<file path="config.mk">
export PLATFORM = sky130hd
export DESIGN_NAME = botPermuter
export DESIGN_NICKNAME = d
export VERILOG_FILES = /design/src/pipelineParams.sv /design/src/botInputFifo.sv /design/src/botPermuter.sv
export SDC_FILE = /design/constraint.sdc
export NUM_CORES = 2
export LEC_CHECK = 0
export BUFFER_PORTS_ARGS = -buffer_cell sky130_fd_sc_hd__buf_2
export CORE_ASPECT_RATIO = 1.25
export CORE_MARGIN = 5
export CORE_UTILIZATION = 35
export DETAILED_ROUTE_END_ITERATION = 16
export GPL_TIMING_DRIVEN = 0
export PLACE_DENSITY_LB_ADDON = 0.12
export SYNTH_ARGS = -nofsm -noshare
export SYNTH_HDL_FRONTEND = slang
export SYNTH_MEMORY_MAX_BITS = 65536
export SYNTH_SLANG_ARGS = --single-unit
</file>
<file path="constraint.sdc">
create_clock -name clk -period 14 [get_ports clk]
set_input_delay 1.4 -clock clk [delete_from_list [all_inputs] [get_ports clk]]
set_output_delay 1.4 -clock clk [all_outputs]
set_load 0.005 [all_outputs]
</file>
<file path="src/pipelineParams.sv">
`default_nettype none

package pipelineParams;

    localparam int numberOfPermutators = 2;
    localparam int channelIndexWidth = $clog2(numberOfPermutators);

    // A bot is the truth table of a 7-input function
    localparam int variableCount = 7;
    localparam int botWidth = 1 << variableCount;
    localparam int permuteWidth = variableCount - 1;
    localparam int quarterWidth = botWidth / 4;

    // A quarter holds at most 32 ones
    localparam int popcountWidth = $clog2(quarterWidth) + 1;
    localparam int pcoeffCountWidth = 16;
    localparam int pcoeffSumWidth = pcoeffCountWidth + popcountWidth;

    localparam int inputFifoDepthLog2 = 4;
    localparam int inputFifoDepth = 1 << inputFifoDepthLog2;
    localparam int inputFifoMargin = 4;
    localparam int resultsFifoDepthLog2 = 4;
    localparam int resultsFifoDepth = 1 << resultsFifoDepthLog2;
    localparam int resultsFifoMargin = 6;

endpackage

`default_nettype wire

</file>
<file path="src/botInputFifo.sv">
`timescale 1ns/10ps
`default_nettype none

module botInputFifo import pipelineParams::*; (
    input  logic clk,
    input  logic rst,

    input  logic writeEnable,
    input  logic [botWidth-1:0] bot,
    input  logic [permuteWidth-1:0] permutes,
    input  logic lastOfBatch,
    output logic slowDown,

    input  logic readEnable,
    output logic [botWidth-1:0] headBot,
    output logic [permuteWidth-1:0] headPermutes,
    output logic headLast,
    output logic empty
);

    logic [botWidth-1:0] botMem [inputFifoDepth];
    logic [permuteWidth-1:0] permutesMem [inputFifoDepth];
    logic [inputFifoDepth-1:0] lastMem;

    logic [inputFifoDepthLog2-1:0] writePtr;
    logic [inputFifoDepthLog2-1:0] readPtr;
    logic [inputFifoDepthLog2:0] fillCount;
    logic doWrite;
    logic doRead;

    // Entries with an empty mask carry no work and are not stored
    assign doWrite = writeEnable && (|permutes) && (fillCount != inputFifoDepth);
    assign doRead = readEnable && !empty;

    assign empty = (fillCount == 0);
    assign headBot = botMem[readPtr];
    assign headPermutes = permutesMem[readPtr];
    assign headLast = lastMem[readPtr];

    always_ff @(posedge clk) begin
        if (doWrite) begin
            botMem[writePtr] <= bot;
            permutesMem[writePtr] <= permutes;
            lastMem[writePtr] <= lastOfBatch;
        end
    end

    always_ff @(posedge clk) begin
        if (rst) begin
            writePtr <= '0;
            readPtr <= '0;
            fillCount <= '0;
            slowDown <= 1'b0;
        end else begin
            if (doWrite) begin
                writePtr <= writePtr + 1'b1;
            end
            if (doRead) begin
                readPtr <= readPtr + 1'b1;
            end
            case ({doWrite, doRead})
                2'b10: fillCount <= fillCount + 1'b1;
                2'b01: fillCount <= fillCount - 1'b1;
                default: fillCount <= fillCount;
            endcase
            // Producer gets two cycles of reaction time from the margin
            slowDown <= (inputFifoDepth - int'(fillCount)) <= inputFifoMargin;
        end
    end

endmodule

`default_nettype wire

</file>
<file path="src/botPermuter.sv">
`timescale 1ns/10ps
`default_nettype none

module botPermuter import pipelineParams::*; (
    input  logic clk,
    input  logic rst,

    input  logic [numberOfPermutators*botWidth-1:0] bots,
    input  logic [numberOfPermutators*permuteWidth-1:0] validBotsPermutes,
    input  logic [numberOfPermutators-1:0] batchesDone,
    output logic [numberOfPermutators-1:0] slowDownInputs,

    input  logic requestSlowDown,
    output logic [botWidth-1:0] permutedBot,
    output logic permutedBotValid,
    output logic batchFinished
);

    logic [botWidth-1:0] headBots [numberOfPermutators];
    logic [permuteWidth-1:0] headMasks [numberOfPermutators];
    logic [numberOfPermutators-1:0] headLasts;
    logic [numberOfPermutators-1:0] fifoEmpty;

    logic locked;
    logic [channelIndexWidth-1:0] owner;
    logic [channelIndexWidth-1:0] rrPointer;
    logic [channelIndexWidth-1:0] grantChannel;
    logic [channelIndexWidth-1:0] candidate;
    logic grantFound;

    logic maskLoaded;
    logic [permuteWidth-1:0] workMask;
    logic [permuteWidth-1:0] currentMask;
    logic [permuteWidth-1:0] remainingMask;
    logic [$clog2(permuteWidth)-1:0] swapIndex;
    logic lastCopy;
    logic emit;
    logic popHead;

    // Truth table of f with variable k and the top variable exchanged
    function automatic logic [botWidth-1:0] swapVariables(
        input logic [botWidth-1:0] truthTable,
        input logic [$clog2(permuteWidth)-1:0] k
    );
        logic [botWidth-1:0] result;
        logic [variableCount-1:0] idx;
        logic [variableCount-1:0] src;
        for (int i = 0; i < botWidth; i++) begin
            idx = variableCount'(i);
            src = idx;
            src[k] = idx[variableCount-1];
            src[variableCount-1] = idx[k];
            result[i] = truthTable[src];
        end
        return result;
    endfunction

    for (genvar c = 0; c < numberOfPermutators; c++) begin : gChannel
        botInputFifo inputFifo (
            .clk(clk),
            .rst(rst),
            .writeEnable(1'b1),
            .bot(bots[c*botWidth +: botWidth]),
            .permutes(validBotsPermutes[c*permuteWidth +: permuteWidth]),
            .lastOfBatch(batchesDone[c]),
            .slowDown(slowDownInputs[c]),
            .readEnable(popHead && (owner == channelIndexWidth'(c))),
            .headBot(headBots[c]),
            .headPermutes(headMasks[c]),
            .headLast(headLasts[c]),
            .empty(fifoEmpty[c])
        );
    end

    // Round robin starting after the last granted channel
    always_comb begin
        grantFound = 1'b0;
        grantChannel = rrPointer;
        candidate = rrPointer;
        for (int i = 1; i <= numberOfPermutators; i++) begin
            candidate = channelIndexWidth'((int'(rrPointer) + i) % numberOfPermutators);
            if (!grantFound && !fifoEmpty[candidate]) begin
                grantFound = 1'b1;
                grantChannel = candidate;
            end
        end
    end

    assign currentMask = maskLoaded ? workMask : headMasks[owner];
    assign remainingMask = currentMask & (currentMask - 1'b1);
    assign lastCopy = (remainingMask == '0);
    assign emit = locked && !fifoEmpty[owner] && !requestSlowDown;
    assign popHead = emit && lastCopy;

    // Lowest set bit goes first
    always_comb begin
        swapIndex = '0;
        for (int i = permuteWidth - 1; i >= 0; i--) begin
            if (currentMask[i]) begin
                swapIndex = ($clog2(permuteWidth))'(i);
            end
        end
    end

    always_ff @(posedge clk) begin
        if (emit) begin
            permutedBot <= swapVariables(headBots[owner], swapIndex);
        end
    end

    always_ff @(posedge clk) begin
        if (rst) begin
            locked <= 1'b0;
            owner <= '0;
            rrPointer <= '0;
            maskLoaded <= 1'b0;
            workMask <= '0;
            permutedBotValid <= 1'b0;
            batchFinished <= 1'b0;
        end else begin
            permutedBotValid <= emit;
            batchFinished <= popHead && headLasts[owner];
            if (!locked) begin
                if (grantFound) begin
                    locked <= 1'b1;
                    owner <= grantChannel;
                    rrPointer <= grantChannel;
                end
            end else if (emit) begin
                if (lastCopy) begin
                    maskLoaded <= 1'b0;
                    // Channel is held until its batch is through
                    if (headLasts[owner]) begin
                        locked <= 1'b0;
                    end
                end else begin
                    workMask <= remainingMask;
                    maskLoaded <= 1'b1;
                end
            end
        end
    end

endmodule

`default_nettype wire

</file>
Word-level counts from Yosys, hierarchy flattened
Memories as Yosys holds them, arrays and structs flattened. A register that Yosys moved wholly into a read port is not among the register bits.
Cells that the tools add are included.
{"block": "totals", "n_memories": 132, "reg_bits": 199, "inputBits": 273, "mem_bits_rw": 4288, "word_cells": 849, "out_inout_bits": 132, "rom_bits": 1024}
{"block": "classes", "n_lt_le_gt_ge": 142, "n_addsub": 13, "n_mux": 441, "reduce_logical": 29, "eq_ne": 7, "n_bitwise": 68}
{"name": "gChannel[0].inputFifo.botMem", "words": 16, "word_bits": 128, "read_ports": 1, "rd_clocked_by_memory_dff": 1, "write_ports": 1, "line_no": "botInputFifo.sv:21", "rtl": "logic [botWidth-1:0] botMem [inputFifoDepth];"}
{"name": "gChannel[1].inputFifo.botMem", "words": 16, "word_bits": 128, "read_ports": 1, "rd_clocked_by_memory_dff": 1, "write_ports": 1, "line_no": "botInputFifo.sv:21"}
{"name": "gChannel[0].inputFifo.permutesMem", "words": 16, "word_bits": 6, "read_ports": 1, "rd_clocked_by_memory_dff": 1, "write_ports": 1, "line_no": "botInputFifo.sv:22", "rtl": "logic [permuteWidth-1:0] permutesMem [inputFifoDepth];"}
{"name": "gChannel[1].inputFifo.permutesMem", "words": 16, "word_bits": 6, "read_ports": 1, "rd_clocked_by_memory_dff": 1, "write_ports": 1, "line_no": "botInputFifo.sv:22"}
{"name": "(no name shown)", "words": 8, "word_bits": 1, "read_ports": 1, "rd_clocked_by_memory_dff": 0, "write_ports": 0, "line_no": "botPermuter.sv:52", "rtl": "src[variableCount-1] = idx[k];"}
{"name": "(no name shown)", "words": 8, "word_bits": 1, "read_ports": 1, "rd_clocked_by_memory_dff": 0, "write_ports": 0, "line_no": "botPermuter.sv:52"}
{"name": "126 more memories"}
{"operator": "$lt A7 B8 Y1 const B", "n": 128}
{"operator": "$mux W128", "n": 3}
{"operator": "$mux W1", "n": 285}
{"operator": "$bmux W1 S4", "n": 42}
{"operator": "$bmux W1 S5", "n": 30}
{"operator": "$bmux W1 S3", "n": 30}
{"operator": "$bmux W1 S6", "n": 12}
{"operator": "$le A32 B4 Y1 const B", "n": 2}
{"operator": "$not A3 Y3", "n": 20}
{"operator": "$not A4 Y4", "n": 15}
{"operator": "$bwmux W16", "n": 2}
{"operator": "$mux W4", "n": 8}
{"operator": "$not A2 Y2", "n": 15}
{"operator": "$not A5 Y5", "n": 6}
{"operator": "$bmux W1 S2", "n": 12}
{"operator": "$mux W6", "n": 4}
{"operator": "$lt A4 B5 Y1 const B", "n": 4}
{"operator": "$pmux W5 S2", "n": 2}
{"operator": "$mux W3", "n": 6}
{"operator": "$add A4 B1 Y4 const B", "n": 4}
{"operator": "$bmux W1 S7", "n": 2}
{"operator": "$logic_and A1 B1 Y1", "n": 14}
{"operator": "$reduce_or A6 Y1", "n": 2}
{"operator": "$sub A5 B5 Y6 const A", "n": 2}
{"operator": "25 further kinds", "n": 50}

Logic depth before layout (Yosys ltp)
{"block": "depth", "depth_word": 18, "mapped_depth": 22, "ltp_nobuf": 18}

Modules after synthesis
From an unflattened synthesis, not the netlist that was laid out.
{"block": "hier_totals", "cells_unflattened": 8846, "area_unflattened_um2": 179678.6}
{"mod": "botInputFifo (gChannel[0].inputFifo)", "instances": 1, "cells_per_inst": 3430, "seq_area_each_um2": 65222.6, "area_each_um2": 81562.0}
{"mod": "botInputFifo (gChannel[1].inputFifo)", "instances": 1, "cells_per_inst": 3427, "seq_area_each_um2": 65222.6, "area_each_um2": 81483.1}
{"mod": "botPermuter", "instances": 1, "cells_per_inst": 1989, "seq_area_each_um2": 4043.9, "area_each_um2": 16633.5}

Worst setup path before layout
No wires, ideal clock.
{"block": "synth_timing", "kind": "input to register", "startpoint": "input validBotsPermutes[6]", "endpoint": "memory gChannel[1].inputFifo.botMem[3][0] (netlist bit) (enable)", "setup_time_ps": 795, "path_slack_ps": 1974, "n_path_buf": 0, "t_required_ps": 13205, "t_arrival_ps": 11231, "stages": 4, "cell_sequence": "nor4_1 > a21oi_1 > nand2_1 > nor3_1"}
{"block": "synth_via", "elab_chain_len": 4}
{"item": "from (decl)", "line_no": "botPermuter.sv:9", "rtl": "input logic [numberOfPermutators*permuteWidth-1:0] validBotsPermutes,"}
{"item": "$reduce_or A6 Y1", "line_no": "botInputFifo.sv:32", "rtl": "assign doWrite = writeEnable && (|permutes) && (fillCount != inputFifoDepth);"}
{"item": "$logic_and A1 B1 Y1", "line_no": "botInputFifo.sv:32"}
{"item": "$mux W1", "line_no": "botInputFifo.sv:41", "rtl": "if (doWrite) begin"}
{"item": "$mux W1 (implied by the code)", "line_no": "botInputFifo.sv:42", "rtl": "botMem[writePtr] <= bot;"}
{"item": "to (decl)", "line_no": "botInputFifo.sv:21"}
No other way between the ends.

==> impl_results.md <==
* Outcome: finished with violations
* Failing checks: max-capacitance violations, max-slew violations
* Buffers on Ports at 403
* First-pass DRT Iterations at 5
* Antenna violations before repair at 214
* Worst-Skew Late Latency at 1.05 ns
* Number of gates resized after CTS at 0
* RSZ-0062 raised after global routing: false
* Share of cells above drive strength 1 at 0.3233
* Critical Path RT at 14.65 ns
* WL final at 812700 um
* Placed inst area at 0.1990 mm2
* Clk root buf: clkbuf_16
* Total negative slack at 0 ns
* GR Util met3 at 0.04255
* Util after Layout at 0.4135
* Reg area at 0.1345 mm2
* Worst Path Max Fanout at 12
* Placed cell count at 16090
* Synthesis-stage register bit count at 4494
* Multiplexer area fraction after synthesis at 0.1846
* EDFF count, synth at 4448
* Antenna viol nets, final at 0
* Worst Setup End Kind: flip-flop
* Final nets at 10020
* First-pass GRT wire length at 1047000 um
* CTS tree: done
* Max Transition Viols Final at 76
* Design Area, Final at 0.2132 mm2
* DP HPWL at 592500 um
* Clock share of power at 0.333
* Routed via count at 99350
* Simple-Gate Fraction of Synth Area at 0.02224
* Synth async-reset ratio at 0
* TritonCTS sink count at 4494
* Net Sw Frac at 0.3257
* M1 GR Usage at 0.3993
* Adder-cell share of the synthesized area at 0.003031
* CTS Buf Count at 441
* Final setup fails at 0
* Arr. time, crit path at 12.30 ns
* Post-CTS Setup Inserts at 0
* Die ar. at 0.5312 mm2
* Hold Crit Class: flip-flop to flip-flop
* Initial core utilization at 0.3507
* Global routing's busiest layer: met2
* Synth Warn # at 0
* Residual DRC at 0
* Die Y at 813.6 um
* Place WS at 2.779 ns
* Syn Nets at 8807
* Fill count at 45380
* Commonest non-fill, non-tap cell in the layout: edfxtp_1
* Gpl congestion at 1.022
* Total track usage at 0.3021
* Synth Area in Compound Gates at 0.02980
* Post-synthesis xor/xnor area fraction at 0.0009687
* Clock slew at reported path FFs at 0.06 ns
* Pleak at 66.59 nW
* Most frequent cells in the layout: edfxtp_1, mux4_2, buf_2, clkbuf_16, nand2_1
* Tmin final at 11.64 ns
* Hold Buf Count CTS at 0
* Max clock buf depth at 4
* Final hold slack at 0.4633 ns
* Grt met2 use at 0.4942
* Sw power at 11.37 mW
* Core area at 0.5156 mm2
* Tcrit/Tclk final at 0.8317
* Slew margin rel. at -0.07248
* H-tree Lvls at 5
* Largest net degree at the start of global routing at 80
* Max VDD drop at 0.0001554 V
* Worst slew pin tran at 1.609 ns
* Worst Slack Setup Final at 2.356 ns
* Area leader, netlist: edfxtp_1
* Die X at 652.9 um
* Power Dens Cells at 163.8 mW/mm2
* Initial DRC count at 11650
* CP Launch Type: flip-flop
* Max Clk Rate at 0.08588 GHz
* Internal power at 23.55 mW
* Area growth syn-to-layout at 17.90%
* Share of the synthesized area in the top cell type at 0.7386
* Remaining global-route overflow at 0
* Combinational Power Share at 0.226
* Final non-filler cell total at 16990
* Main combinational cell family by area after synthesis: multiplexers
* Part of the power in registers at 0.441
* WS Path Type: flip-flop to flip-flop
* Synth Instances at 8491
* Multi-input logic area at 0.04430 mm2
* Final hold vios at 0
* Ports at 405
* Clock skew at 0.06493 ns
* Most used flip-flop cell after synthesis: edfxtp_1
* Cell Area, Synth at 0.1808 mm2
* # Max-Cap Violations at 9
* Total power at 34.92 mW
* Rows at 295
* Synth cell types at 95
* Syn Area/Cell at 21.30 um2
* Ranking of synthesized cells by area: edfxtp_1, mux4_2, mux2i_1
* Vias per Instance at 5.848
* Vias in the first global route at 99480
* Sequential fraction of the synthesis area at 0.7437
* Drt wl/cell at 47.83 um
[cell type report]
| class | instances | area share |
|---|---|---|
| Buffer | 511 | 0.01227 |
| Sequential cell | 4494 | 0.6308 |
| Multi-Input combinational cell | 3405 | 0.2078 |
| Antenna cell | 85 | 0.0009976 |
| Inverter | 81 | 0.001450 |
| Clock inverter | 262 | 0.01104 |
| Timing Repair Buffer | 768 | 0.04116 |
| Clock buffer | 553 | 0.05443 |
| Tap cell | 6831 | 0.04009 |
[worst paths after layout]
check / slack [ns] / to / from / cells after the start
setup reg to reg: 2.36 / permutedBot[22]$_DFFE_PP_ / flip-flop / 19
setup / recovery: 2.36 / permutedBot[22]$_DFFE_PP_ / flip-flop / 19
hold reg to reg: 0.46 / workMask[2]$_SDFFE_PP0P_ / workMask[2]$_SDFFE_PP0P_ / 2
hold / removal: 0.46 / workMask[2]$_SDFFE_PP0P_ / workMask[2]$_SDFFE_PP0P_ / 2
[flip-flops by register name, summed over array words and instances, names as in the netlist, named ones only]
register,count
gChannel.inputFifo.botMem,4096
gChannel.inputFifo.permutesMem,192
permutedBot,128
gChannel.inputFifo.lastMem,32
gChannel.inputFifo.fillCount,10
gChannel.inputFifo.readPtr,8
gChannel.inputFifo.writePtr,8
workMask,5
gChannel.inputFifo.slowDown,2
batchFinished,1
locked,1
maskLoaded,1
permutedBotValid,1
rrPointer,1
[synthesized netlist by cell type, types with 12 or more instances]
cell and count:
mux2i_1 248, buf_4 56, nand2b_1 18, or3_1 14, nor3_1 66, xor2_1 12, and3_1 15, nand2_1 374
a22oi_1 17, o22ai_1 23, a221oi_1 16, ha_1 43, clkbuf_1 203, o211ai_1 80, nor4_1 12, nand3_1 55
buf_6 24, o21a_1 14, edfxtp_1 4448, a31oi_1 29, nor2_1 261, inv_1 76, buf_1 61, a211oi_1 80
o2111ai_1 16, mux2_2 64, buf_2 167, a21o_1 21, a21oi_1 167, nor2b_1 18, dfxtp_1 46, mux4_2 1339
o311ai_0 15, o21ai_0 129, a211o_1 17, a2111oi_0 12, and2_1 39
[critical path, stage by stage (launching register included)]
cell and delay (ns):
dfxtp_1 0.31, clkbuf_1 0.45, clkbuf_1 1.02, nand2_1 0.19, o22ai_1 0.41, nand3b_1 0.34
o21ai_4 0.19, a21oi_4 0.60, buf_2 0.57, buf_2 0.66, buf_2 0.76, buf_2 0.74
ha_1 1.01, ha_1 0.28, clkbuf_1 0.66, clkbuf_1 1.08, nor2_1 0.42, o311ai_0 0.20
o31ai_1 0.22, a211oi_1 1.02
[cell families (layout without fill, tap and decap cells)]
kind of cell / Yosys count / after routing
AOI/OAI and AO/OA: 775 / 775
buffers and inverters: 592 / 2175
DFF: 4494 / 4494
other: 0 / 85
muxes: 1653 / 1653
adders and majority gates: 44 / 44
and+or+nand+nor: 913 / 913
xor gates and xnor gates: 20 / 20
[metal layers]
layer  wire [um]  vias up
met5         375        -
met4       46700       62
met3       43130     1252
met2      392000     4136
met1      330500    55460
li1            -    38440
[power by group through the flow]
stage / registers, mW / clock network, mW / logic, mW
after floorplan: 15.7 / 0 / 2.50
after global placement: 15.9 / 0 / 7.34
after detailed placement: 15.7 / 0 / 7.71
after CTS: 15.4 / 11.9 / 7.73
after global routing: 15.4 / 12.4 / 7.74
final: 15.4 / 11.6 / 7.90
Power figures use the tool's default switching activity.
