===== config.mk =====
export PLATFORM = sky130hd
export DESIGN_NAME = resultsFifo
export DESIGN_NICKNAME = d
export VERILOG_FILES = /design/src/pipelineParams.sv /design/src/resultFormat.sv /design/src/resultsFifo.sv
export SDC_FILE = /design/constraint.sdc
export NUM_CORES = 1
export LEC_CHECK = 0
export BUFFER_PORTS_ARGS = -buffer_cell sky130_fd_sc_hd__buf_2
export CAP_MARGIN = 10
export CORE_ASPECT_RATIO = 0.6
export CORE_UTILIZATION = 46
export DETAILED_ROUTE_END_ITERATION = 16
export HOLD_SLACK_MARGIN = 0.05
export PLACE_DENSITY = 0.59
export RECOVER_POWER = 100
export SYNTH_ARGS = -nofsm -noshare
export SYNTH_HDL_FRONTEND = slang
export SYNTH_SLANG_ARGS = --single-unit

===== constraint.sdc =====
create_clock -name clk -period 6.9 [get_ports clk]
set_input_delay 0.69 -clock clk [delete_from_list [all_inputs] [get_ports clk]]
set_output_delay 0.69 -clock clk [all_outputs]
set_load 0.02 [all_outputs]

===== src/pipelineParams.sv =====
`default_nettype none

package pipelineParams;

    localparam int numberOfPermutators = 2;
    localparam int channelIndexWidth = $clog2(numberOfPermutators);

    // A bot is the truth table of a 7-input function
    localparam int variableCount = 7;
    localparam int botWidth = 1 << variableCount;
    localparam int permuteWidth = variableCount - 1;
    localparam int quarterWidth = botWidth / 4;

    // A quarter holds at most 32 ones
    localparam int popcountWidth = $clog2(quarterWidth) + 1;
    localparam int pcoeffCountWidth = 16;
    localparam int pcoeffSumWidth = pcoeffCountWidth + popcountWidth;

    localparam int inputFifoDepthLog2 = 4;
    localparam int inputFifoDepth = 1 << inputFifoDepthLog2;
    localparam int inputFifoMargin = 4;
    localparam int resultsFifoDepthLog2 = 4;
    localparam int resultsFifoDepth = 1 << resultsFifoDepthLog2;
    localparam int resultsFifoMargin = 6;

endpackage

`default_nettype wire


===== src/resultFormat.sv =====
`default_nettype none

package resultFormat;

    import pipelineParams::*;

    localparam int resultWidth = pcoeffSumWidth + pcoeffCountWidth;

    typedef struct packed {
        logic [pcoeffSumWidth-1:0] pcoeffSum;
        logic [pcoeffCountWidth-1:0] pcoeffCount;
    } pcoeffFields;

    // Same results word, seen flat by the FIFO and split at the outputs
    typedef union packed {
        logic [resultWidth-1:0] raw;
        pcoeffFields fields;
    } pcoeffResult;

endpackage

`default_nettype wire


===== src/resultsFifo.sv =====
`timescale 1ns/10ps
`default_nettype none

module resultsFifo import pipelineParams::*, resultFormat::*; (
    input  logic clk,
    input  logic rst,

    input  logic writeEnable,
    input  logic [resultWidth-1:0] dataIn,
    output logic almostFull,

    input  logic readEnable,
    output logic [resultWidth-1:0] dataOut,
    output logic empty
);

    logic [resultWidth-1:0] mem [resultsFifoDepth];
    logic [resultsFifoDepthLog2-1:0] writePtr;
    logic [resultsFifoDepthLog2-1:0] readPtr;
    logic [resultsFifoDepthLog2:0] fillCount;
    logic doWrite;
    logic doRead;

    assign doWrite = writeEnable && (fillCount != resultsFifoDepth);
    assign doRead = readEnable && !empty;

    // Head word is always on the output
    assign dataOut = mem[readPtr];
    assign empty = (fillCount == 0);
    assign almostFull = int'(fillCount) >= resultsFifoDepth - resultsFifoMargin;

    always_ff @(posedge clk) begin
        if (doWrite) begin
            mem[writePtr] <= dataIn;
        end
    end

    always_ff @(posedge clk) begin
        if (rst) begin
            writePtr <= '0;
            readPtr <= '0;
            fillCount <= '0;
        end else begin
            if (doWrite) begin
                writePtr <= writePtr + 1'b1;
            end
            if (doRead) begin
                readPtr <= readPtr + 1'b1;
            end
            case ({doWrite, doRead})
                2'b10: fillCount <= fillCount + 1'b1;
                2'b01: fillCount <= fillCount - 1'b1;
                default: fillCount <= fillCount;
            endcase
        end
    end

endmodule

`default_nettype wire


# Yosys cells after proc, flatten, opt, wreduce, memory -nomap -nowiden

Memories as Yosys holds them, arrays and structs flattened. A register that Yosys moved wholly into a read port is not among the register bits.
Cells that the tools add are included.

Add/subtract/negate cells: 4
$lt $le $gt $ge: 1
Equality and inequality tests: 3
Mux-type cells: 5
Reduce and logical (&&, ||, !) cells: 5

Operators by type and width:

| operator                                                          | number |
|---|---|
| one-hot mux 5 bit (2 select lines)                                | 1 |
| adder 4 x 1 -> 4 bit, second input constant                       | 2 |
| two-way mux 4 bit                                                 | 2 |
| adder 5 x 1 -> 5 bit, second input constant                       | 1 |
| greater-or-equal comparator 5 x 4 -> 1 bit, second input constant | 1 |
| logical NOT 5 bit                                                 | 1 |
| != test 5 bit, second input constant                              | 1 |
| subtractor 5 x 1 -> 5 bit, second input constant                  | 1 |
| equality test 2 x 1 -> 1 bit, second input constant               | 1 |
| equality test 2 bit, second input constant                        | 1 |
| logical AND 1 bit                                                 | 2 |
| two-way mux 1 bit                                                 | 2 |
| nonzero test 2 bit                                                | 1 |
| logical NOT 1 bit                                                 | 1 |

Flip-flop bits (word level): 13
Bits in writable memories: 608
Input bits: 42
Output and inout port bits: 40
Memories kept: 1

Memory list:

| memory | words | bits a word | rd ports | clocked after memory_dff | wr ports | RTL line          | text |
|---|---|---|---|---|---|---|---|
| mem    | 16    | 38          | 1        | 1                        | 1        | resultsFifo.sv:17 | `logic [resultWidth-1:0] mem [resultsFifoDepth];` |

# Logic depth before layout (Yosys ltp)

Gate-level depths: netlist (run 1).

Depth in word-level cells: 5
Gate-level depth with buffers: 13

# Least setup slack after synthesis (run 1)

OpenSTA, ideal clock, no wires.

Path kind: flip-flop to flip-flop
From: register fillCount[3]
To: memory mem[0][0] (netlist bit) (enable)
Setup time: 480 ps
Data arrival time: 3727 ps
Data required time: 6420 ps
Path slack: 2692 ps
Stages on the path, launching flop included: 7
Buffers on the path: 2
Clock period less this slack: 4208 ps
Cells stage by stage: dfxtp_1 -> clkbuf_1 -> or4_4 -> o21a_1 -> buf_2 -> nand2_1 -> nor3_1

Cells in the longest elaborated chain, start to end: 4

Ends and longest elaborated chain:

| item                                    | RTL line          | text |
|---|---|---|
| start: declaration                      | resultsFifo.sv:20 | `logic [resultsFifoDepthLog2:0] fillCount;` |
| start signal: assignment                | resultsFifo.sv:51 | `2'b10: fillCount <= fillCount + 1'b1;` |
| start signal: assignment                | resultsFifo.sv:52 | `2'b01: fillCount <= fillCount - 1'b1;` |
| start signal: assignment                | resultsFifo.sv:53 | `default: fillCount <= fillCount;` |
| != test 5 bit                           | resultsFifo.sv:24 | `assign doWrite = writeEnable && (fillCount != resultsFifoDepth);` |
| logical AND 1 bit                       | resultsFifo.sv:24 |  |
| two-way mux 1 bit                       | resultsFifo.sv:33 | `if (doWrite) begin` |
| two-way mux 1 bit (not written as such) | resultsFifo.sv:34 | `mem[writePtr] <= dataIn;` |
| end: declaration                        | resultsFifo.sv:17 |  |

No other way between the ends.

# Worst setup path in the final report (run 1)

From: register fillCount[2]
To: memory mem[13][37] (netlist bit) (enable)

The elaborated chain is that of the path after synthesis.

==> reports/metrics.yaml, run 1 <==
sta:
  worst_slew_pin_slew_ns: 3.136
  fin_setup_tns_ns: 0
  slew_headroom: -1.098
  period_minus_slack_ns: 5.368
  slew_viol_final: 725
  period_share: 0.7780
  clock_skew_ns: 0.02393
  fmax_mhz: 186.3
  rsz0062_at_grt: "false"
  setup_viol: 0
  final-hold-violation-count: 0
layout:
  fillers: 3994
  area_growth_pct: 11.80
  antenna_cells: 0
  final_nets: 1125
  final_layout_size_suffix_gt1_frac: 0.2642
  utilization: 0.5219
grt:
  antenna_found_initial: 0
  grt_pass1_wl_mm: 73.62
  overflow: 0
  grt_max_degree: 82
  grt_pass1_vias: 10850
  grt_usage: 0.1954
clock_network:
  cts_tree: "built"
  cts.repair.resized: 0
  ctsHoldBuffers: 0
  h-tree-depth: 2
  path_clk_slew_ns: 0.06
  cts_made_buffers: 56
  cts.sinks: 625
  postCtsSetupRepairBufs: 0
  clockBufferDepth: 3
  root_buffer: "clkbuf_16"
  clk_latency_ns: 0.60
power:
  total_leakage_power_nw: 7.924
  vdd_ir_drop_max_uv: 241.2
  p_per_area_mw_per_mm2: 348.4
floorplanning:
  die_x_um: 295.7
  initial_core_util: 0.4669
  die_area_mm2: 0.05271
  core_mm2: 0.05101
  chipHeight_um: 178.2
  io-pin-count: 82
  num_rows: 64
worst_hold_path:
  min_path_cells: 2
  min_path_type: "in -> reg"
drt:
  first_pass_iters: 7
  drt-initial-drc-count: 897
  wl_per_cell_um: 27.38
  drt-total-wl_mm: 49.75
  drc: 0
  vias_per_cell: 5.671
  ant_nets: 0
  via_count: 10310
placement:
  dp_hpwl_mm: 24.82
  io_buffers: 81
  place_congestion: 0.6982
synthesis:
  ys.warnings.count: 0
  synth_nets: 1013
  synth.avg_cell_area_um2: 24.70
  netlist_instances: 964
  synth_area_mm2: 0.02381
  yosysSeqAreaShare: 0.7810
  ys_ff_latch: 625
  synth.distinct_cells: 35
worst_setup_path:
  worstPathMaxFanout: 20
  required_ns: 7.08
  crit_path_end_kind: "flop"
  crit_arrival_ns: 5.55
  worst_r2r_path_depth: 5
  regToRegSetupSlack_ns: 1.53
  crit_type: "reg -> reg"
  start_kind: "flop"
status:
  status: "finished, violations left"
  violations: "max-capacitance violations, max-slew violations"
job:
  max_cap_viol_count: 27
state kept, by name, indices dropped and copies added, names as in the netlist, named ones only:
| signal | flops |
|---|---|
| fillCount | 5 |
| readPtr | 4 |
| mem | 608 |
| writePtr | 4 |
cells in the mapped netlist (all sizes together):
library cell | number | share of area
edfxtp | 608 | 0.77
mux4 | 190 | 0.18
nor2 | 34 | 0.0054
buf | 33 | 0.0094
clkbuf | 18 | 0.0030
dfxtp | 17 | 0.014
ha | 7 | 0.0037
nand2 | 7 | 0.0012
nor3 | 7 | 0.0017
xor2 | 6 | 0.0022
inv | 5 | 0.00079
a21oi | 4 | 0.00084
a211oi | 3 | 0.0012
nand4 | 3 | 0.00079
nor4b | 3 | 0.0020
o21a | 3 | 0.00095
xnor2 | 3 | 0.0011
mux2i | 2 | 0.00084
nand2b | 2 | 0.00053
o21ai | 2 | 0.00042
and3b | 1 | 0.00042
mux2 | 1 | 0.00047
nand3 | 1 | 0.00021
nor3b | 1 | 0.00032
o211ai | 1 | 0.00089
o41ai | 1 | 0.00068
or4 | 1 | 0.00047
critical path: stages, from the launching register on:
cell      delay (ns)
dfxtp_1         0.52
or4_1           0.28
o21a_1          0.34
nand2_1         0.21
nor2_1          2.32
clkbuf_1        1.26
final cells by class:
| class | count | area, um^2 | share of cell area |
|---|---|---|---|
| clock buffers | 67 | 1464 | 0.05499 |
| inverters | 5 | 18.77 | 0.0007050 |
| flip-flops and latches | 625 | 18610 | 0.6989 |
| well taps | 693 | 867.1 | 0.03257 |
| multi-input cells | 283 | 4892 | 0.1838 |
| repair buffers | 105 | 419.2 | 0.01574 |
| clock inverters | 39 | 354.1 | 0.01330 |
through the flow:
step	total power, W	setup WS (ns)	cell area, um^2	hold WS (ns)	instances
2_1_floorplan	0.005874	2.692	23810	0.4725	964
3_3_place_gp	0.006307	3.223	25110	0.4884	1711
3_5_place_dp	0.006321	3.198	25110	0.4914	1711
4_1_cts	0.009412	2.572	26930	0.4324	1817
5_1_grt	0.009648	1.240	26620	0.4826	1817
6_report	0.009276	1.532	26620	0.4811	1817
power breakdown:
| part | leakage, nW | switching (W) | internal [W] |
|---|---|---|---|
| combinational | 1.39 | 0.000856 | 0.000864 |
| sequential | 5.63 | 0.000142 | 0.00431 |
| clock | 0.898 | 0.00137 | 0.00174 |
| total | 7.92 | 0.00236 | 0.00691 |
path summary, 6_finish.rpt:
kind	startpoint	to
max	fillCount[2]	mem[13][37]
min	rst	fillCount[2]
max reg2reg	fillCount[2]	mem[13][37]
min reg2reg	readPtr[3]	readPtr[3]
cell families (layout without fill, tap and decap cells):
kind of cell	count (synthesis)	count (layout)	synth area share
adder cells (fa/ha/maj)	7	7	0.003678
XOR/XNOR	9	9	0.003310
flip-flops	625	625	0.7810
multiplexers	193	193	0.1810
buffers and inverters	56	216	0.01314
AND/OR/NAND/NOR	60	60	0.01298
AO/OA/AOI/OAI	14	14	0.004939
layout by cell type (no fill, tap or decap), types with 2 or more instances in the layout:
cell type  Yosys  layout
clkinv_1       0      13
clkbuf_1      17     101
nor2_1        34      34
o21ai_0        2       2
edfxtp_1     608     608
a21oi_1        4       4
clkbuf_16      0      57
clkinv_2       0      15
buf_2         19       9
dfxtp_2        0       2
nand4_1        3       3
xor2_1         6       6
dfxtp_4        0       2
clkbuf_2       0       2
mux4_2       190     190
inv_1          5       5
mux2i_1        2       2
xnor2_1        3       3
nand2_1        6       7
bufinv_16      0       6
nand2b_1       2       2
ha_1           7       7
dfxtp_1       17      13
buf_4          0       2
o21a_1         3       3
a211oi_1       2       3
inv_6          0       2
nor3_1         6       6
routing by layer:
| metal | track usage | part of all wire | vias to the layer above |
|---|---|---|---|
| li1 | - | - | 4375 |
| met1 | 0.2924 | 0.46 | 5618 |
| met2 | 0.3103 | 0.48 | 251 |
| met3 | 0.02766 | 0.048 | 61 |
| met4 | 0.03800 | 0.014 | 0 |
| met5 | 0 | 0 | - |
Power figures use the tool's default switching activity.
==> inputs of run 2 (changes only) <==
==> constraint.sdc (replaced) <==
create_clock -name clk -period 5.3 [get_ports clk]
set_input_delay 0.53 -clock clk [delete_from_list [all_inputs] [get_ports clk]]
set_output_delay 0.53 -clock clk [all_outputs]
set_load 0.02 [all_outputs]
==> reports/metrics.yaml, run 2 (same netlist as run 1, synthesis figures left out) <==
layout:
  area_growth_pct: 12.00
  most-common-layout-cells: "edfxtp_1, mux4_2, clkbuf_1"
  final_nets: 1126  # +0.089%
  layout_commonest_cell: "edfxtp_1"
  stdcell_count: 1814  # -0.17%
  top_regs: "mem (608), fillCount (5)"
  largest-register: "mem"
  final_layout_size_suffix_gt1_frac: 0.2723  # +0.008087
  largest_reg_flops: 608  # unchanged
worst_setup_path:
  required_ns: 5.41  # -1.67 ns
  path_cells: "or4_1 > o21a_1 > nand2_1 > nor3_2 > clkbuf_1"
  crit_family: "buffers and inverters"
  regToRegSetupSlack_ns: 0.89  # -0.64 ns
  startpoint: "fillCount[2]"
  crit_type: "reg -> reg"
  crit_arrival_ns: 4.52  # -1.03 ns
  worstReg2RegEnd: "mem[3][26]"
  crit_path_end_kind: "flop"
  start_kind: "flop"
  r2r-start: "fillCount[2]"
  worst-path-buf-inv: 1  # unchanged
  worstPathMaxFanout: 38  # +90%
  crit_path_end: "mem[3][26]"
  worst_r2r_path_depth: 5  # unchanged
  path_depth: 5  # unchanged
  slowest_stage: "clkbuf_1"
  cpPeakStageDelay_ns: 2.32  # about the same
floorplanning:
  num_rows: 64  # unchanged
  chipHeight_um: 178.2  # unchanged
  core_mm2: 0.05101  # unchanged
  io-pin-count: 82  # unchanged
  die_x_um: 295.7  # unchanged
  die_area_mm2: 0.05271  # unchanged
  initial_core_util: 0.4669  # unchanged
placement:
  io_buffers: 81  # unchanged
  dp_hpwl_mm: 25.94  # +4.5%
  place_congestion: 0.7313  # +4.7%
  placed_cells: 1712  # +0.058%
clock_network:
  clockBufferDepth: 3  # unchanged
  clk_latency_ns: 0.58  # -0.02 ns
  root_buffer: "clkbuf_16"
  h-tree-depth: 2  # unchanged
  cts_made_buffers: 56  # unchanged
  cts_tree: "built"
  cts.repair.resized: 0  # unchanged
  path_clk_slew_ns: 0.06  # about the same
  cts.sinks: 625  # unchanged
  ctsHoldBuffers: 0  # unchanged
  postCtsSetupRepairBufs: 0  # unchanged
drt:
  wl_per_cell_um: 28.07  # +2.5%
  drc: 0  # unchanged
  ant_nets: 0  # unchanged
  first_pass_iters: 5  # -2
  via_count: 10460  # +1.5%
  drt-total-wl_mm: 50.92  # +2.4%
  vias_per_cell: 5.765  # +1.7%
  drt-initial-drc-count: 893  # -0.45%
grt:
  overflow: 0  # unchanged
  antenna_found_initial: 2  # +2
  grt_pass1_vias: 10530  # -3.0%
  grt_max_degree: 78  # -4.9%
  grt_pass1_wl_mm: 74.40  # +1.1%
  grt_usage: 0.1989  # +0.003436
sta:
  period_minus_slack_ns: 4.413  # -0.9552 ns
  slew_viol_final: 332  # -54%
  fin_setup_tns_ns: 0  # unchanged
  fmax_mhz: 226.6  # +22%
  clock_skew_ns: 0.01582  # -0.008110 ns
  period_share: 0.8327  # +0.05464
  setup_viol: 0  # unchanged
  rsz0062_at_grt: "false"
  slew_headroom: -1.176  # -0.07767
  worst_slew_pin_slew_ns: 3.264  # +0.1281 ns
  final-hold-violation-count: 0  # unchanged
worst_hold_path:
  min_path_type: "in -> reg"
power:
  p_per_area_mw_per_mm2: 449.6  # +29%
  total_leakage_power_nw: 7.927  # about the same
  vdd_ir_drop_max_uv: 306.0  # +27%
job:
  max_cap_viol_count: 14  # -48%
status:
  violations: "max-capacitance violations, max-slew violations"
  status: "finished, violations left"
-- run 2: where the power goes --
group          switching [W]  leakage (nW)  internal [W]
logic                0.00115          1.44       0.00111
registers           0.000171          5.63       0.00561
clock network        0.00174         0.853       0.00222
total                0.00306          7.93       0.00894
-- run 2: worst min path at each step --
stage | cells past startpoint | start | slack (ns) | end
2_1_floorplan | 2 | readPtr[3] | 0.47 | flop
3_3_place_gp | 2 | readPtr[3] | 0.49 | readPtr[3]
3_5_place_dp | 2 | readPtr[3] | 0.50 | flop
4_1_cts | 1 | dataIn[0] | 0.30 | mem[0][0]
5_1_grt | 2 | rst | 0.33 | readPtr[3]
6_report | 2 | rst | 0.33 | writePtr[1]
-- run 2: final cells by class --
type,count,area [um^2]
clock inverter,26,255.2
timing repair buffer,106,479.2
antenna,1,2.502
inverter,5,18.77
clock buffer,75,1494
multi-input combinational,283,4947
fill,3951,24340
sequential,625,18610
tap,693,867.1
-- run 2: layer usage --
metal,routed length (um),track usage
met5,13,0
met4,515,0.03152
met3,2636,0.03140
met2,24220,0.3100
met1,23530,0.3036
-- run 2: metrics by stage --
stage / setup WS, ns / area [um^2] / power [W] / hold WS, ns / util
6_report: 0.8869 / 26670 / 0.01199 / 0.3350 / 0.5229
5_1_grt: 0.6460 / 26670 / 0.01247 / 0.3320 / 0.5229
4_1_cts: 1.412 / 26890 / 0.01219 / 0.2969 / 0.5272
3_5_place_dp: 2.038 / 25140 / 0.008246 / 0.4960 / 0.4929
2_1_floorplan: 1.092 / 23810 / 0.007648 / 0.4725 / -
3_3_place_gp: 2.064 / 25140 / 0.008221 / 0.4889 / 0.4929
==> inputs of run 3 (changes only) <==
==> constraint.sdc (replaced) <==
create_clock -name clk -period 4.2 [get_ports clk]
set_input_delay 0.42 -clock clk [delete_from_list [all_inputs] [get_ports clk]]
set_output_delay 0.42 -clock clk [all_outputs]
set_load 0.02 [all_outputs]
==> reports/metrics.yaml, run 3 (same netlist as run 1, synthesis figures left out) <==
status:
  status: "finished, violations left"
  violations: "max-capacitance violations, max-slew violations"
worst_setup_path:
  path_depth: 4  # -1
  crit_type: "reg -> out"
  crit_path_end_kind: "output port"
  worstPathMaxFanout: 37  # -2.6%
  cpPeakStageDelay_ns: 0.88  # -1.44 ns
  slowest_stage: "dfxtp_4"
  path_cells: "clkbuf_2 > mux4_2 > mux4_2 > clkbuf_1"
  cpMostUsedCell: "mux4_2"
  required_ns: 3.78  # -1.63 ns
  crit_arrival_ns: 3.31  # -1.21 ns
  start_kind: "flop"
  crit_family: "multiplexers"
  worst-path-buf-inv: 2  # +1
  worst_r2r_path_depth: 5  # unchanged
layout:
  final_layout_size_suffix_gt1_frac: 0.2869  # +0.01453
  most-common-layout-cells: "edfxtp_1, mux4_2, clkbuf_1"
  top_regs: "mem (608), fillCount (5)"
  fin_area_mm2: 0.02688  # +0.76%
  largest-register: "mem"
  largest_reg_flops: 608  # unchanged
  final_nets: 1134  # +0.71%
  layout_commonest_cell: "edfxtp_1"
  utilization: 0.5269  # +0.003998
  antenna_cells: 0  # -1
  area_growth_pct: 12.86
  stdcell_count: 1819  # +0.28%
grt:
  grt_max_degree: 102  # +31%
  top_usage_layer: "met2"
  grt_pass1_vias: 10720  # +1.8%
  grt_pass1_wl_mm: 73.91  # -0.66%
  overflow: 0  # unchanged
  grt_use_met1: 0.2935  # -0.01007
  grt_usage: 0.1965  # -0.002322
  met3_usage: 0.02791  # -0.003489
  met2_usage: 0.3140  # +0.004001
  antenna_found_initial: 0  # -2
floorplanning:
  io-pin-count: 82  # unchanged
  core_mm2: 0.05101  # unchanged
  num_rows: 64  # unchanged
  die_area_mm2: 0.05271  # unchanged
  die_x_um: 295.7  # unchanged
  initial_core_util: 0.4669  # unchanged
  chipHeight_um: 178.2  # unchanged
sta:
  final-hold-violation-count: 0  # unchanged
  worst_slew_pin_slew_ns: 2.158  # -1.106 ns
  hold_ws_ns: 0.2085  # -0.1265 ns
  rsz0062_at_grt: "false"
  period_minus_slack_ns: 3.734
  slew_headroom: -0.4441  # +0.7319
  setup_viol: 0  # unchanged
  fin_setup_tns_ns: 0  # unchanged
  slew_viol_final: 205  # -38%
  clock_skew_ns: 0.01093  # -0.004891 ns
  fmax_mhz: 267.8
  period_share: 0.8890
clock_network:
  path_clk_slew_ns: 0.07  # about the same
  clockBufferDepth: 3  # unchanged
  cts.repair.resized: 0  # unchanged
  cts.sinks: 625  # unchanged
  root_buffer: "clkbuf_16"
  cts_made_buffers: 54  # -3.6%
  cts_tree: "built"
  clk_latency_ns: 0.59  # about the same
  ctsHoldBuffers: 0  # unchanged
  h-tree-depth: 2  # unchanged
  postCtsSetupRepairBufs: 0  # unchanged
drt:
  drt-initial-drc-count: 882  # -1.2%
  via_count: 10360  # -0.91%
  ant_nets: 0  # unchanged
  drc: 0  # unchanged
  wl_per_cell_um: 27.52  # -2.0%
  drt-total-wl_mm: 50.05  # -1.7%
  first_pass_iters: 5  # unchanged
  vias_per_cell: 5.697  # -1.2%
worst_hold_path:
  min_path_type: "in -> reg"
  min_path_cells: 2  # unchanged
placement:
  placed_cells: 1722  # +0.58%
  dp_hpwl_mm: 26.21  # +1.1%
  place_congestion: 0.7291  # -0.30%
  postPlaceCellArea_mm2: 0.02537  # +0.92%
  io_buffers: 81  # unchanged
power:
  vdd_ir_drop_max_uv: 342.8  # +12%
  total_leakage_power_nw: 8.057  # +1.6%
  p_per_area_mw_per_mm2: 568.7  # +26%
job:
  max_cap_viol_count: 12  # -2
## run 3: changes by cell type in the layout (fill, tap and decap cells not counted), sizes merged
cell,change
clkinvlp,-1
clkinv,+4
bufinv,+3
buf,+19
clkbuf,-19
diode,-1
## run 3: path summary, 6_finish.rpt
kind	startpoint	end	slack (ns)
max	flop	dataOut[36]	0.47
min	rst	flop	0.21
max reg2reg	fillCount[2]	mem[9][14]	0.53
min reg2reg	readPtr[3]	readPtr[3]	0.50
## run 3: layer usage
metal	part of all wire	wire length [um]
met4	0.017	831
met2	0.48	23950
met1	0.46	23030
met3	0.045	2242
met5	0	0
## run 3: final cells by class
class	count	area [um^2]
Clock buffer	65	1414
Tap cell	693	867.1
Fill cell	3938	24130
Timing Repair Buffer	116	676.9
Inverter	5	18.77
Sequential cell	625	18610
Multi-Input combinational cell	283	4913
Clock inverter	32	375.4
## run 3: report_power, final
part	total (W)	switching, W	internal [W]
Clock	0.00508	0.00219	0.00289
Sequential	0.00726	0.000191	0.00707
Combinational	0.00294	0.00148	0.00146
## run 3: metrics by stage
step                      setup slack (ns)  total power [W]
after floorplan                   0.005128         0.009645
after CTS                           0.5804          0.01555
after detailed placement             1.218          0.01049
final                               0.4663          0.01528
after global routing                0.2471          0.01588
after global placement               1.231          0.01045
